## src/ulaPkg.sv

```systemverilog
package ulaPkg;

  //////////////////////////////////////////////////
  // Sequencer strobes, one clock wide
  //////////////////////////////////////////////////
  typedef struct packed {
    logic phiEn;        // Slot 15, system cycle enable
    logic fetch1Latch;  // Slot 23
    logic fetch2Latch;  // Slot 7
    logic busLatch;     // Slots 2 and 10
    logic attribDecode; // Slot 3
    logic pixelEn;      // Six per system cycle
    logic reload;       // Slot 17
  } seqStrobes_t;

  // Thirds of the 1 MHz cycle
  typedef enum logic [1:0] {
    phVideo1,
    phVideo2,
    phCpu     // Idle here, keeps PHI2 shape
  } phase_e;

  typedef struct packed {
    logic [6:0] hCount;
    logic [8:0] vCount;
    logic       hBlankN;    // Registered on pixelEn
    logic       vBlankN;    // Registered on pixelEn
    logic       forceText;  // Below the hires area
    logic       lineReload; // Attribute reset window
  } videoPos_t;

  // Selected by attribute bits 6..3
  typedef enum logic [3:0] {
    arInk   = 4'd0,
    arStyle = 4'd1,
    arPaper = 4'd2,
    arMode  = 4'd3
  } attrReg_e;

  typedef struct packed {
    logic [2:0] ink;
    logic [2:0] paper;
    logic       altSet;    // Style bit 0
    logic       dblHeight; // Style bit 1
    logic       freq50;    // Mode bit 1
    logic       hires;     // Mode bit 2
  } attrState_t;

  //////////////////////////////////////////////////
  // Fixed video constants
  //////////////////////////////////////////////////
  localparam logic [6:0] hLast       = 7'd63;
  localparam logic [6:0] hSyncFirst  = 7'd49;
  localparam logic [6:0] hSyncLast   = 7'd53;
  localparam logic [6:0] charsPerRow = 7'd40;
  localparam logic [6:0] hVisFirst   = 7'd1;
  localparam logic [6:0] hVisLast    = hVisFirst + charsPerRow - 7'd1; // Column 40

  localparam logic [8:0] vBlankFirst  = 9'd224;
  localparam logic [8:0] textLastLine = 9'd199;
  localparam logic [8:0] vSync50First = 9'd258;
  localparam logic [8:0] vSync60First = 9'd241;
  localparam logic [8:0] vSyncLines   = 9'd2;

  // Charset prefixes, address bits 15..10
  localparam logic [5:0] textStdPrefix  = 6'h2D;
  localparam logic [5:0] textAltPrefix  = 6'h2E;
  localparam logic [5:0] hiresStdPrefix = 6'h26;
  localparam logic [5:0] hiresAltPrefix = 6'h27;

endpackage

```

## src/ulaSequencer.sv

```systemverilog
`timescale 1ns/1ns

module ulaSequencer (
  input  logic                CLK_24,
  input  logic                RESET_INT,
  output ulaPkg::seqStrobes_t strobes,
  output ulaPkg::phase_e      phase
);

  logic [23:0] ring; // One hot, bit n is slot n
  logic        phaseStep;

  // Phase moves on at the end of each 8-slot third
  assign phaseStep = ring[7] | ring[15] | ring[23];

  //////////////////////////////////////////////////
  // Slot ring and phase
  //////////////////////////////////////////////////
  always_ff @(posedge CLK_24 or posedge RESET_INT) begin
    if (RESET_INT) begin
      ring  <= 24'd1;            // Slot 0
      phase <= ulaPkg::phVideo1;
    end else begin
      ring <= {ring[22:0], ring[23]}; // Rotate every clock
      if (phaseStep) begin
        case (phase)
          ulaPkg::phVideo1: phase <= ulaPkg::phVideo2;
          ulaPkg::phVideo2: phase <= ulaPkg::phCpu;
          default:          phase <= ulaPkg::phVideo1;
        endcase
      end
    end
  end

  // Slot decode
  always_comb begin
    strobes.phiEn        = ring[15];           // Just before PHI2 rises
    strobes.fetch1Latch  = ring[23];           // Phase 1 address out
    strobes.fetch2Latch  = ring[7];            // Phase 2 address out
    strobes.busLatch     = ring[2] | ring[10]; // Memory answers here
    strobes.attribDecode = ring[3];
    strobes.pixelEn      = ring[1] | ring[5] | ring[9] |
                           ring[13] | ring[17] | ring[21];
    strobes.reload       = ring[17];           // Shifter load pixel
  end

endmodule

```

## src/videoTiming.sv

```systemverilog
`timescale 1ns/1ns

module videoTiming #(
  parameter int lastLine50 = 312,
  parameter int lastLine60 = 260
) (
  input  logic                CLK_24,
  input  logic                RESET_INT,
  input  ulaPkg::seqStrobes_t strobes,
  input  ulaPkg::attrState_t  attr,
  output ulaPkg::videoPos_t   pos,
  output logic                hSyncN,
  output logic                vSyncN
);

  logic [6:0] hCount;
  logic [8:0] vCount;
  logic [8:0] lastLine;   // Last line for current rate
  logic [8:0] vSyncFirst;
  logic       hVisible;
  logic       vVisible;
  logic       hBlankNReg;
  logic       vBlankNReg;

  // Frame length follows the mode register
  assign lastLine   = attr.freq50 ? 9'(lastLine50) : 9'(lastLine60);
  assign vSyncFirst = attr.freq50 ? ulaPkg::vSync50First : ulaPkg::vSync60First;

  //////////////////////////////////////////////////
  // Line and frame counters
  //////////////////////////////////////////////////
  always_ff @(posedge CLK_24 or posedge RESET_INT) begin
    if (RESET_INT) begin
      hCount <= '0;
      vCount <= '0;
    end else if (strobes.phiEn) begin
      if (hCount == ulaPkg::hLast) begin
        hCount <= '0;
        // Line done, step or wrap the frame
        if (vCount == lastLine)
          vCount <= '0;
        else
          vCount <= vCount + 9'd1;
      end else begin
        hCount <= hCount + 7'd1;
      end
    end
  end

  assign hVisible = (hCount >= ulaPkg::hVisFirst) && (hCount <= ulaPkg::hVisLast);
  assign vVisible = vCount < ulaPkg::vBlankFirst;

  // Blanking held per pixel
  always_ff @(posedge CLK_24 or posedge RESET_INT) begin
    if (RESET_INT) begin
      hBlankNReg <= 1'b0;
      vBlankNReg <= 1'b0;
    end else if (strobes.pixelEn) begin
      hBlankNReg <= hVisible;
      vBlankNReg <= vVisible;
    end
  end

  // Syncs, straight from the counters
  assign hSyncN = ~((hCount >= ulaPkg::hSyncFirst) && (hCount <= ulaPkg::hSyncLast));
  assign vSyncN = ~((vCount >= vSyncFirst) &&
                    (vCount < vSyncFirst + ulaPkg::vSyncLines)); // Two lines

  always_comb begin
    pos.hCount     = hCount;
    pos.vCount     = vCount;
    pos.hBlankN    = hBlankNReg;
    pos.vBlankN    = vBlankNReg;
    pos.forceText  = vCount > ulaPkg::textLastLine;   // Bottom rows stay text
    pos.lineReload = hCount >= ulaPkg::hSyncFirst;    // From hsync to line end
  end

endmodule

```

## src/videoAddrGen.sv

```systemverilog
`timescale 1ns/1ns

module videoAddrGen #(
  parameter logic [15:0] textBase  = 16'hBB80,
  parameter logic [15:0] hiresBase = 16'hA000
) (
  input  logic                CLK_24,
  input  ulaPkg::seqStrobes_t strobes,
  input  ulaPkg::videoPos_t   pos,
  input  ulaPkg::attrState_t  attr,
  input  logic [6:0]          fetchByte,
  input  logic                hiresActive,
  output logic [15:0]         memAddr
);

  logic [8:0]  rowIndex;   // Screen row
  logic [15:0] rowOffset;  // Row times 40
  logic [15:0] screenBase;
  logic [15:0] addrPh1;
  logic [5:0]  charPrefix;
  logic        dblEn;
  logic [2:0]  charRow;
  logic [15:0] addrPh2;

  //////////////////////////////////////////////////
  // Phase 1, screen byte
  //////////////////////////////////////////////////
  assign rowIndex   = hiresActive ? pos.vCount : {3'b000, pos.vCount[8:3]}; // Text rows of 8
  // 32x plus 8x
  assign rowOffset  = {2'b00, rowIndex, 5'b00000} + {4'b0000, rowIndex, 3'b000};
  assign screenBase = hiresActive ? hiresBase : textBase;
  assign addrPh1    = screenBase + rowOffset + {9'd0, pos.hCount};

  //////////////////////////////////////////////////
  // Phase 2, pattern byte
  //////////////////////////////////////////////////
  always_comb begin
    case ({attr.hires, attr.altSet})
      2'b11:   charPrefix = ulaPkg::hiresAltPrefix;
      2'b10:   charPrefix = ulaPkg::hiresStdPrefix;
      2'b01:   charPrefix = ulaPkg::textAltPrefix;
      default: charPrefix = ulaPkg::textStdPrefix;
    endcase
  end

  assign dblEn   = attr.dblHeight & ~hiresActive;           // No double height in hires
  assign charRow = dblEn ? pos.vCount[3:1] : pos.vCount[2:0];
  assign addrPh2 = {charPrefix, fetchByte, charRow};

  // Address held between fetch strobes
  always_ff @(posedge CLK_24) begin
    if (strobes.fetch1Latch)
      memAddr <= addrPh1;
    else if (strobes.fetch2Latch)
      memAddr <= addrPh2;
  end

endmodule

```

## src/attribLatch.sv

```systemverilog
`timescale 1ns/1ns

module attribLatch (
  input  logic                CLK_24,
  input  logic                RESET_INT,
  input  ulaPkg::seqStrobes_t strobes,
  input  ulaPkg::videoPos_t   pos,
  input  logic [7:0]          memData,
  output ulaPkg::attrState_t  attr,
  output logic [6:0]          fetchByte,
  output logic                isAttrib,
  output logic                hiresActive,
  output logic [5:0]          pattern,
  output logic                inverse
);

  logic [7:0] busData;   // Last byte off memory
  logic [8:0] decodeDly; // Bit n high in slot 4+n
  logic       slot5;
  logic       slot9;
  logic       slot12;
  logic       loadHold;
  logic [6:0] holdReg;
  logic       blankN;

  // Memory byte, phase 1 then phase 2
  always_ff @(posedge CLK_24) begin
    if (strobes.busLatch)
      busData <= memData;
  end

  // Attribute flag and inverse bit of the screen byte
  always_ff @(posedge CLK_24 or posedge RESET_INT) begin
    if (RESET_INT) begin
      isAttrib <= 1'b0;
      inverse  <= 1'b0;
    end else if (strobes.attribDecode) begin
      isAttrib <= ~|busData[6:5]; // Bits 6..5 clear
      inverse  <= busData[7];
    end
  end

  //////////////////////////////////////////////////
  // Hold register load slots
  //////////////////////////////////////////////////
  always_ff @(posedge CLK_24 or posedge RESET_INT) begin
    if (RESET_INT)
      decodeDly <= '0;
    else
      decodeDly <= {decodeDly[7:0], strobes.attribDecode};
  end

  assign slot5  = decodeDly[1];
  assign slot9  = decodeDly[5];
  assign slot12 = decodeDly[8];

  assign hiresActive = attr.hires & ~pos.forceText;
  assign loadHold    = (~isAttrib & ~hiresActive & slot12) | // Text pattern, phase 2 byte
                       (~isAttrib &  hiresActive & slot5)  | // Hires pixels, phase 1 byte
                       ( isAttrib & slot9);                  // Attribute, phase 1 byte

  always_ff @(posedge CLK_24 or posedge RESET_INT) begin
    if (RESET_INT)
      holdReg <= '0;
    else if (loadHold)
      holdReg <= busData[6:0];
  end

  //////////////////////////////////////////////////
  // Serial attribute registers
  //////////////////////////////////////////////////
  assign blankN = pos.hBlankN & pos.vBlankN;

  always_ff @(posedge CLK_24 or posedge RESET_INT) begin
    if (RESET_INT) begin
      attr <= '{ink: 3'd7, paper: 3'd0, altSet: 1'b0, dblHeight: 1'b0,
                freq50: 1'b0, hires: 1'b0};                          // 60 Hz text
    end else if (pos.lineReload) begin
      attr.ink       <= 3'd7; // White ink each line
      attr.paper     <= 3'd0;
      attr.altSet    <= 1'b0;
      attr.dblHeight <= 1'b0; // Mode survives
    end else if (strobes.reload && isAttrib && blankN) begin
      case (ulaPkg::attrReg_e'(holdReg[6:3]))
        ulaPkg::arInk:   attr.ink <= holdReg[2:0];
        ulaPkg::arStyle: {attr.dblHeight, attr.altSet} <= holdReg[1:0];
        ulaPkg::arPaper: attr.paper <= holdReg[2:0];
        ulaPkg::arMode:  {attr.hires, attr.freq50} <= holdReg[2:1];
        default: ;
      endcase
    end
  end

  assign fetchByte = busData[6:0]; // Character code for phase 2
  assign pattern   = holdReg[5:0];

endmodule

```

## src/pixelShifter.sv

```systemverilog
`timescale 1ns/1ns

module pixelShifter (
  input  logic                CLK_24,
  input  ulaPkg::seqStrobes_t strobes,
  input  ulaPkg::attrState_t  attr,
  input  logic                isAttrib,
  input  logic [5:0]          pattern,
  input  logic                inverse,
  output logic [2:0]          rgb
);

  logic [5:0] shiftReg; // MSB is the current pixel
  logic       invReg;
  logic       loadCell;
  logic [2:0] colour;

  assign loadCell = strobes.pixelEn & strobes.reload;

  // Inverse changes with the cell
  always_ff @(posedge CLK_24) begin
    if (loadCell)
      invReg <= inverse;
  end

  always_ff @(posedge CLK_24) begin
    if (strobes.pixelEn) begin
      if (strobes.reload)
        shiftReg <= isAttrib ? 6'd0 : pattern; // Attribute cell is all paper
      else
        shiftReg <= {shiftReg[4:0], 1'b0};
    end
  end

  assign colour = shiftReg[5] ? attr.ink : attr.paper;
  assign rgb    = invReg ? ~colour : colour; // Red in bit 0

endmodule

```

## src/ulaVideo.sv

```systemverilog
`timescale 1ns/1ns

module ulaVideo #(
  parameter int          lastLine50 = 312,
  parameter int          lastLine60 = 260,
  parameter logic [15:0] textBase   = 16'hBB80,
  parameter logic [15:0] hiresBase  = 16'hA000
) (
  input  logic        CLK_24,
  input  logic        RESET_INT,
  input  logic [7:0]  memData,
  output logic [15:0] memAddr,
  output logic        phi2,
  output logic        phi2En,
  output logic        pixClk,
  output logic [2:0]  rgb,
  output logic        hSyncN,
  output logic        vSyncN,
  output logic        hBlank,
  output logic        vBlank
);

  ulaPkg::seqStrobes_t strobes;
  ulaPkg::phase_e      phase;
  ulaPkg::videoPos_t   pos;
  ulaPkg::attrState_t  attr;
  logic [6:0]          fetchByte;
  logic                isAttrib;
  logic                hiresActive;
  logic [5:0]          pattern;
  logic                inverse;

  //////////////////////////////////////////////////
  // Producer, sequencer and counters
  //////////////////////////////////////////////////
  ulaSequencer seq0 (
    .CLK_24    (CLK_24),
    .RESET_INT (RESET_INT),
    .strobes   (strobes),
    .phase     (phase)
  );

  videoTiming #(
    .lastLine50 (lastLine50),
    .lastLine60 (lastLine60)
  ) timing0 (
    .CLK_24    (CLK_24),
    .RESET_INT (RESET_INT),
    .strobes   (strobes),
    .attr      (attr),
    .pos       (pos),
    .hSyncN    (hSyncN),
    .vSyncN    (vSyncN)
  );

  videoAddrGen #(
    .textBase  (textBase),
    .hiresBase (hiresBase)
  ) addr0 (
    .CLK_24      (CLK_24),
    .strobes     (strobes),
    .pos         (pos),
    .attr        (attr),
    .fetchByte   (fetchByte),
    .hiresActive (hiresActive),
    .memAddr     (memAddr)
  );

  // Buffer, fetched bytes and attributes
  attribLatch attrib0 (
    .CLK_24      (CLK_24),
    .RESET_INT   (RESET_INT),
    .strobes     (strobes),
    .pos         (pos),
    .memData     (memData),
    .attr        (attr),
    .fetchByte   (fetchByte),
    .isAttrib    (isAttrib),
    .hiresActive (hiresActive),
    .pattern     (pattern),
    .inverse     (inverse)
  );

  // Consumer
  pixelShifter shift0 (
    .CLK_24   (CLK_24),
    .strobes  (strobes),
    .attr     (attr),
    .isAttrib (isAttrib),
    .pattern  (pattern),
    .inverse  (inverse),
    .rgb      (rgb)
  );

  assign phi2   = (phase == ulaPkg::phCpu); // High in the last third
  assign phi2En = strobes.phiEn;
  assign pixClk = strobes.pixelEn;
  assign hBlank = ~pos.hBlankN;
  assign vBlank = ~pos.vBlankN;

endmodule

```

## config.mk

```make
export PLATFORM = sky130hd
export DESIGN_NAME = ulaVideo
export DESIGN_NICKNAME = d
export VERILOG_FILES = /design/src/ulaPkg.sv /design/src/ulaSequencer.sv /design/src/videoTiming.sv /design/src/videoAddrGen.sv /design/src/attribLatch.sv /design/src/pixelShifter.sv /design/src/ulaVideo.sv
export SDC_FILE = /design/constraint.sdc
export NUM_CORES = 1
export LEC_CHECK = 0
export ABC_CLOCK_PERIOD_IN_PS = 4750
export BUFFER_PORTS_ARGS = -buffer_cell sky130_fd_sc_hd__buf_4
export CAP_MARGIN = 20
export CORE_UTILIZATION = 35
export CTS_CLUSTER_DIAMETER = 100
export DETAILED_ROUTE_END_ITERATION = 10
export GPL_ROUTABILITY_DRIVEN = 0
export SLEW_MARGIN = 20
export SYNTH_ARGS = -nofsm -noshare
export SYNTH_HDL_FRONTEND = slang
export SYNTH_HIERARCHICAL = 1
export SYNTH_SLANG_ARGS = --single-unit
```

## constraint.sdc

```tcl
create_clock -name CLK_24 -period 4.75 [get_ports CLK_24]
set_input_delay 0.475 -clock CLK_24 [delete_from_list [all_inputs] [get_ports CLK_24]]
set_output_delay 0.475 -clock CLK_24 [all_outputs]
set_load 0.1 [all_outputs]
```

# [Word-level counts from Yosys, hierarchy flattened]
# Index checks and enable logic that the tools add are counted.
[op_classes] mux=21 n_lt_le_gt_ge=8 reduce_logical=20 addsub=6 bitwise=29 n_eq_ne=10
[op_table] operator="$mux W16" count=2
[op_table] operator="$mux W9" count=3
[op_table] operator="$mux W6" count=3
[op_table] operator="$add A16 B16 Y16" count=1
[op_table] operator="$add A16 B7 Y16" count=1
[op_table] operator="$add A14 B12 Y15" count=1
[op_table] operator="$mux W3" count=5
[op_table] operator="$le A7 B6 Y1 const B" count=2
[op_table] operator="$mux W13" count=1
[op_table] operator="$pmux W4 S3" count=1
[op_table] operator="$mux W10" count=1
[op_table] operator="$or A1 B1 Y1" count=10
[op_table] operator="$reduce_bool A2 Y1" count=5
[op_table] operator="$add A9 B1 Y9 const B" count=1
[op_table] operator="$add A9 B2 Y9 const B" count=1
[op_table] operator="$and A1 B1 Y1" count=9
[op_table] operator="$eq A9 B9 Y1" count=1
[op_table] operator="$ge A9 B9 Y1" count=1
[op_table] operator="$gt A9 B8 Y1 const B" count=1
[op_table] operator="$lt A9 B8 Y1 const B" count=1
[op_table] operator="$lt A9 B9 Y1" count=1
[op_table] operator="$not A1 Y1" count=9
[op_table] operator="$eq A4 B2 Y1 const B" count=2
[op_table] operator="$mux W8" count=1
[op_table] operator="other kinds (18)" count=30
[totals] ff_bits=103 elab_cells=115 inputBits=10

# [Longest topological paths before layout]
[depth] word_depth=8 depth_mapped=15

# [Modules after synthesis]
# The synthesis kept the hierarchy.
[modules_own_cells] module="attribLatch" area_each_um2=1468.9 n_inst=1 cells_each=102
[modules_own_cells] module="videoAddrGen" area_each_um2=1465.2 n_inst=1 cells_each=147
[modules_own_cells] module="videoTiming" area_each_um2=1223.7 n_inst=1 cells_each=128
[modules_own_cells] module="ulaSequencer" area_each_um2=755.7 n_inst=1 cells_each=41
[modules_own_cells] module="pixelShifter" area_each_um2=341.6 n_inst=1 cells_each=24
[modules_own_cells] module="ulaVideo" area_each_um2=21.3 n_inst=1 cells_each=3

# [Least setup slack after synthesis]
# Ideal clock, no wire load.
[synth_timing] path_type="flip-flop to flip-flop" start="reg timing0.vCount[3]" end="reg addr0.memAddr[10] (data pin)" arrival_ns=3.860 path_stages_with_launch=15 setup_ns=0.266 setup_slack_ns=0.624 cell_sequence="dfrtp_1 > clkbuf_1 > nor3_1 > o21ai_1 > a31o_1 > nor2b_1 > clkbuf_1 > mux2_2 > ha_1 > ha_1 > fa_1 > a211oi_2 > o21bai_1 > a2111oi_2 > nor3b_1"
[synth_rtl] element="from (decl)" line="videoTiming.sv:17" text="logic [8:0] vCount;"
[synth_rtl] element="from (signal assigned)" line="videoTiming.sv:43" text="vCount <= vCount + 9'd1;"
[synth_rtl] element="to (signal assigned)" line="videoAddrGen.sv:53" text="memAddr <= addrPh1;"
[synth_rtl] element="to (signal assigned)" line="videoAddrGen.sv:55" text="memAddr <= addrPh2;"
[synth_rtl] element="to (decl)" line="videoAddrGen.sv:13" text="output logic [15:0] memAddr"

==> results.toml <==
[worst_setup_path]
crit_start = "timing0/vCount[1]"
cp_top_family = "adder cells"
r2r_start = "timing0/vCount[1]"
max_stage_delay_ps = 510
critical_path_buf_inv_count = 1
crit_type = "reg -> reg"
cp_slowest_cell = "dfrtp_1"
cp-endpoint = "addr0/memAddr[13]"
rrSetupSlack_ps = 510
path_cells = "ha_1 -> o21ai_1 -> a31o_1 -> nor2b_1 -> buf_4 -> mux2_2 -> fa_1 -> ha_1 -> or2_2 -> a2111oi_2 -> nor3_1"
critPathRequiredTime_ps = 4840
critPathMaxFanout = 9
cp_data_arrival_time_ps = 4330
cp.depth = 11
start_kind = "flop"
crit_top_cell = "ha_1"
critPathCaptureType = "flop"
timing.rr.end = "addr0/memAddr[13]"
rr_worst_depth = 11

[floorplan]
ioPinCount = 36
core.rowCount = 44
die_h_um = 125
die_width_um = 125
die-area_mm2 = 0.0156
start_util = 0.360
core_area_mm2 = 0.0146

[final_layout]
diodes = 0
num-fill-cells = 1366
mostFrequentLayoutCells = "68 x dfrtp_1, 36 x buf_4, 31 x edfxtp_1"
final_util = 0.403
final_nets = 510
drive_gt1_frac = 0.202
final_common_cell = "dfrtp_1"
areaGrowthSynthToFinish_pct = 11.8

[cts]
cts_tree = "yes"
cts_resized = 0
post_cts_buffers = 0
cts_inserted_buffers = 9
htreeDepth = 3
clock_latency_ps = 360
hold_buffers = 0
clockBufferDepth = 2
clkSinkCount = 103
path_clk_slew_ps = 80
cts_root_buf = "clkbuf_16"

[route]
drt_wl_total_um = 10500
wl_per_cell_um = 16.1
drt_iter0_markers = 243
via_per_inst = 5.17
drc = 4
wl_met2_um = 4920
ant_nets = 0
dr.pass1.iters = 7
wl_met3_um = 414
top_layer_used = "met4"
vias = 3383
wl_met1_um = 5020

[timing]
worst_pin_slew_ps = 914
rsz0062_at_grt = "no"
setup_ws_ps = 511
fin_crit_ps = 4240
fin_setup_tns_ps = 0
final_hold_viol_count = 0
setup_viol = 0
min_period_over_period = 0.892
clock_skew_ps = 11.2
slew_viol_final = 0
max_freq_mhz = 236
max_slew_margin = 0.390
hold_ws_ps = 204

[synth]
synth-edff-count = 31
synthArstFlopShare = 0.699
ys_ff_latch = 103
synth_flop_cell = "dfrtp_1"
syn-instance-count = 445
avgSynthCellArea_um2 = 11.9
yosys_warnings = 6
syn-num-nets = 490
ys_types = 63
synth_area_mm2 = 0.00528
ys_seq_area_frac = 0.519

[global_routing]
grt_pass1_wl_um = 17900
grtUsageTotal = 0.147
antenna_found_initial = 0
grt-ovfl-total = 0
grt_max_degree = 29
grt_pass1_vias = 3483

[outcome]
violations = "DRC"
status = "finished with violations"

[min_path]
min_path_type = "in -> async"

[power]
total_power_mw = 1.66
p_per_area_mw_per_mm2 = 281
peakVddDrop_uv = 180
cellLeakagePower_nw = 2.65

[placement]
post-place-ws_ps = 543
dp_hpwl_um = 7630
io_buffers = 35

[flow_run]
maxCapViolCount = 0
[registers in the layout, summed over array words and instances (netlist names)]
signal and count:
seq0/ring 24, addr0/memAddr 16, attrib0/attr 10, attrib0/decodeDly 9, timing0/vCount 9, attrib0/busData 8, attrib0/holdReg 7, timing0/hCount 7
shift0/shiftReg 6, seq0/phase 2, attrib0/inverse 1, attrib0/isAttrib 1, shift0/invReg 1, timing0/hBlankNReg 1, timing0/vBlankNReg 1
[cell families (layout without fill, tap and decap cells)]
family | Yosys count | after routing | synth area share
other cells | 1 | 1 | 0.000711
flops | 103 | 103 | 0.519
mux | 32 | 32 | 0.0657
fa+ha+maj | 35 | 35 | 0.0915
simple gates | 126 | 126 | 0.144
compound gates | 79 | 79 | 0.104
xor+xnor | 12 | 12 | 0.0199
buf+inv | 57 | 82 | 0.0550
[cell type report]
type	instances	area, um2	area share
sequential	103	2740	0.464
clock buffer	9	225	0.0382
timing repair buffer	36	270	0.0458
multi-input combinational	285	2250	0.382
tap	184	230	0.0390
inverter	30	113	0.0191
clock inverter	7	70.1	0.0119
[layer usage]
| layer | GRT usage | up-vias |
|---|---|---|
| met2 | 0.233 | 70 |
| met4 | 0.0552 | 0 |
| met3 | 0.0361 | 12 |
| met5 | 0 | - |
| met1 | 0.195 | 1674 |
| li1 | - | 1627 |
[cells in the mapped netlist (all sizes together), types with 2 or more instances]
cell type,instances,area share
clkbuf,6,0.0043
nand3,15,0.014
or2,4,0.0047
o21a,4,0.0057
a211oi,4,0.0076
inv,30,0.021
a2111oi,2,0.0057
mux2,21,0.045
nand2,27,0.019
nand2b,9,0.011
nand4bb,3,0.0095
nor4b,2,0.0045
o21bai,2,0.0028
nor2b,3,0.0050
nor4,6,0.010
o211ai,2,0.0028
nand4b,2,0.0033
or3,3,0.0036
o2bb2ai,3,0.0050
nand4,5,0.0071
nor2,16,0.011
fa,6,0.023
dfrtp,68,0.32
a21o,7,0.010
edfxtp,31,0.18
a21oi,10,0.0095
ha,29,0.069
and3,5,0.0059
and2,6,0.0071
dfstp,4,0.020
nor4bb,2,0.0038
xor2,3,0.0050
a22o,6,0.010
o21ai,30,0.028
o22ai,2,0.0024
nor3,12,0.014
xnor2,9,0.015
mux2i,11,0.021
nor3b,2,0.0028
buf,21,0.029
[stage by stage]
step                cells  instance area (um2)
detailed placement    638                 5600
CTS                   654                 5900
global placement      638                 5600
finish                654                 5900
floorplan             445                 5280
global route          654                 5900
[power breakdown]
| group | switching [mW] | total [mW] | internal [mW] |
|---|---|---|---|
| sequential | 0 | 0.910 | 0.910 |
| clock | 0.359 | 0.732 | 0.372 |
| combinational | 0.0131 | 0.0180 | 0.00481 |
| total | 0.373 | 1.66 | 1.29 |
[how the worst min path moves through the flow]
stage | startpoint | endpoint | slack [ps] | cells past startpoint
after floorplan | attrib0/decodeDly[0] | attrib0/decodeDly[1] | 330 | 0
after detailed placement | attrib0/decodeDly[2] | attrib0/decodeDly[3] | 330 | 0
after CTS | memData[7] | attrib0/busData[7] | 280 | 1
after global placement | attrib0/decodeDly[3] | attrib0/decodeDly[4] | 330 | 0
final | RESET_INT | attrib0/holdReg[5] | 200 | 2
after global routing | RESET_INT | attrib0/holdReg[5] | 240 | 2
Power figures use the tool's default switching activity.
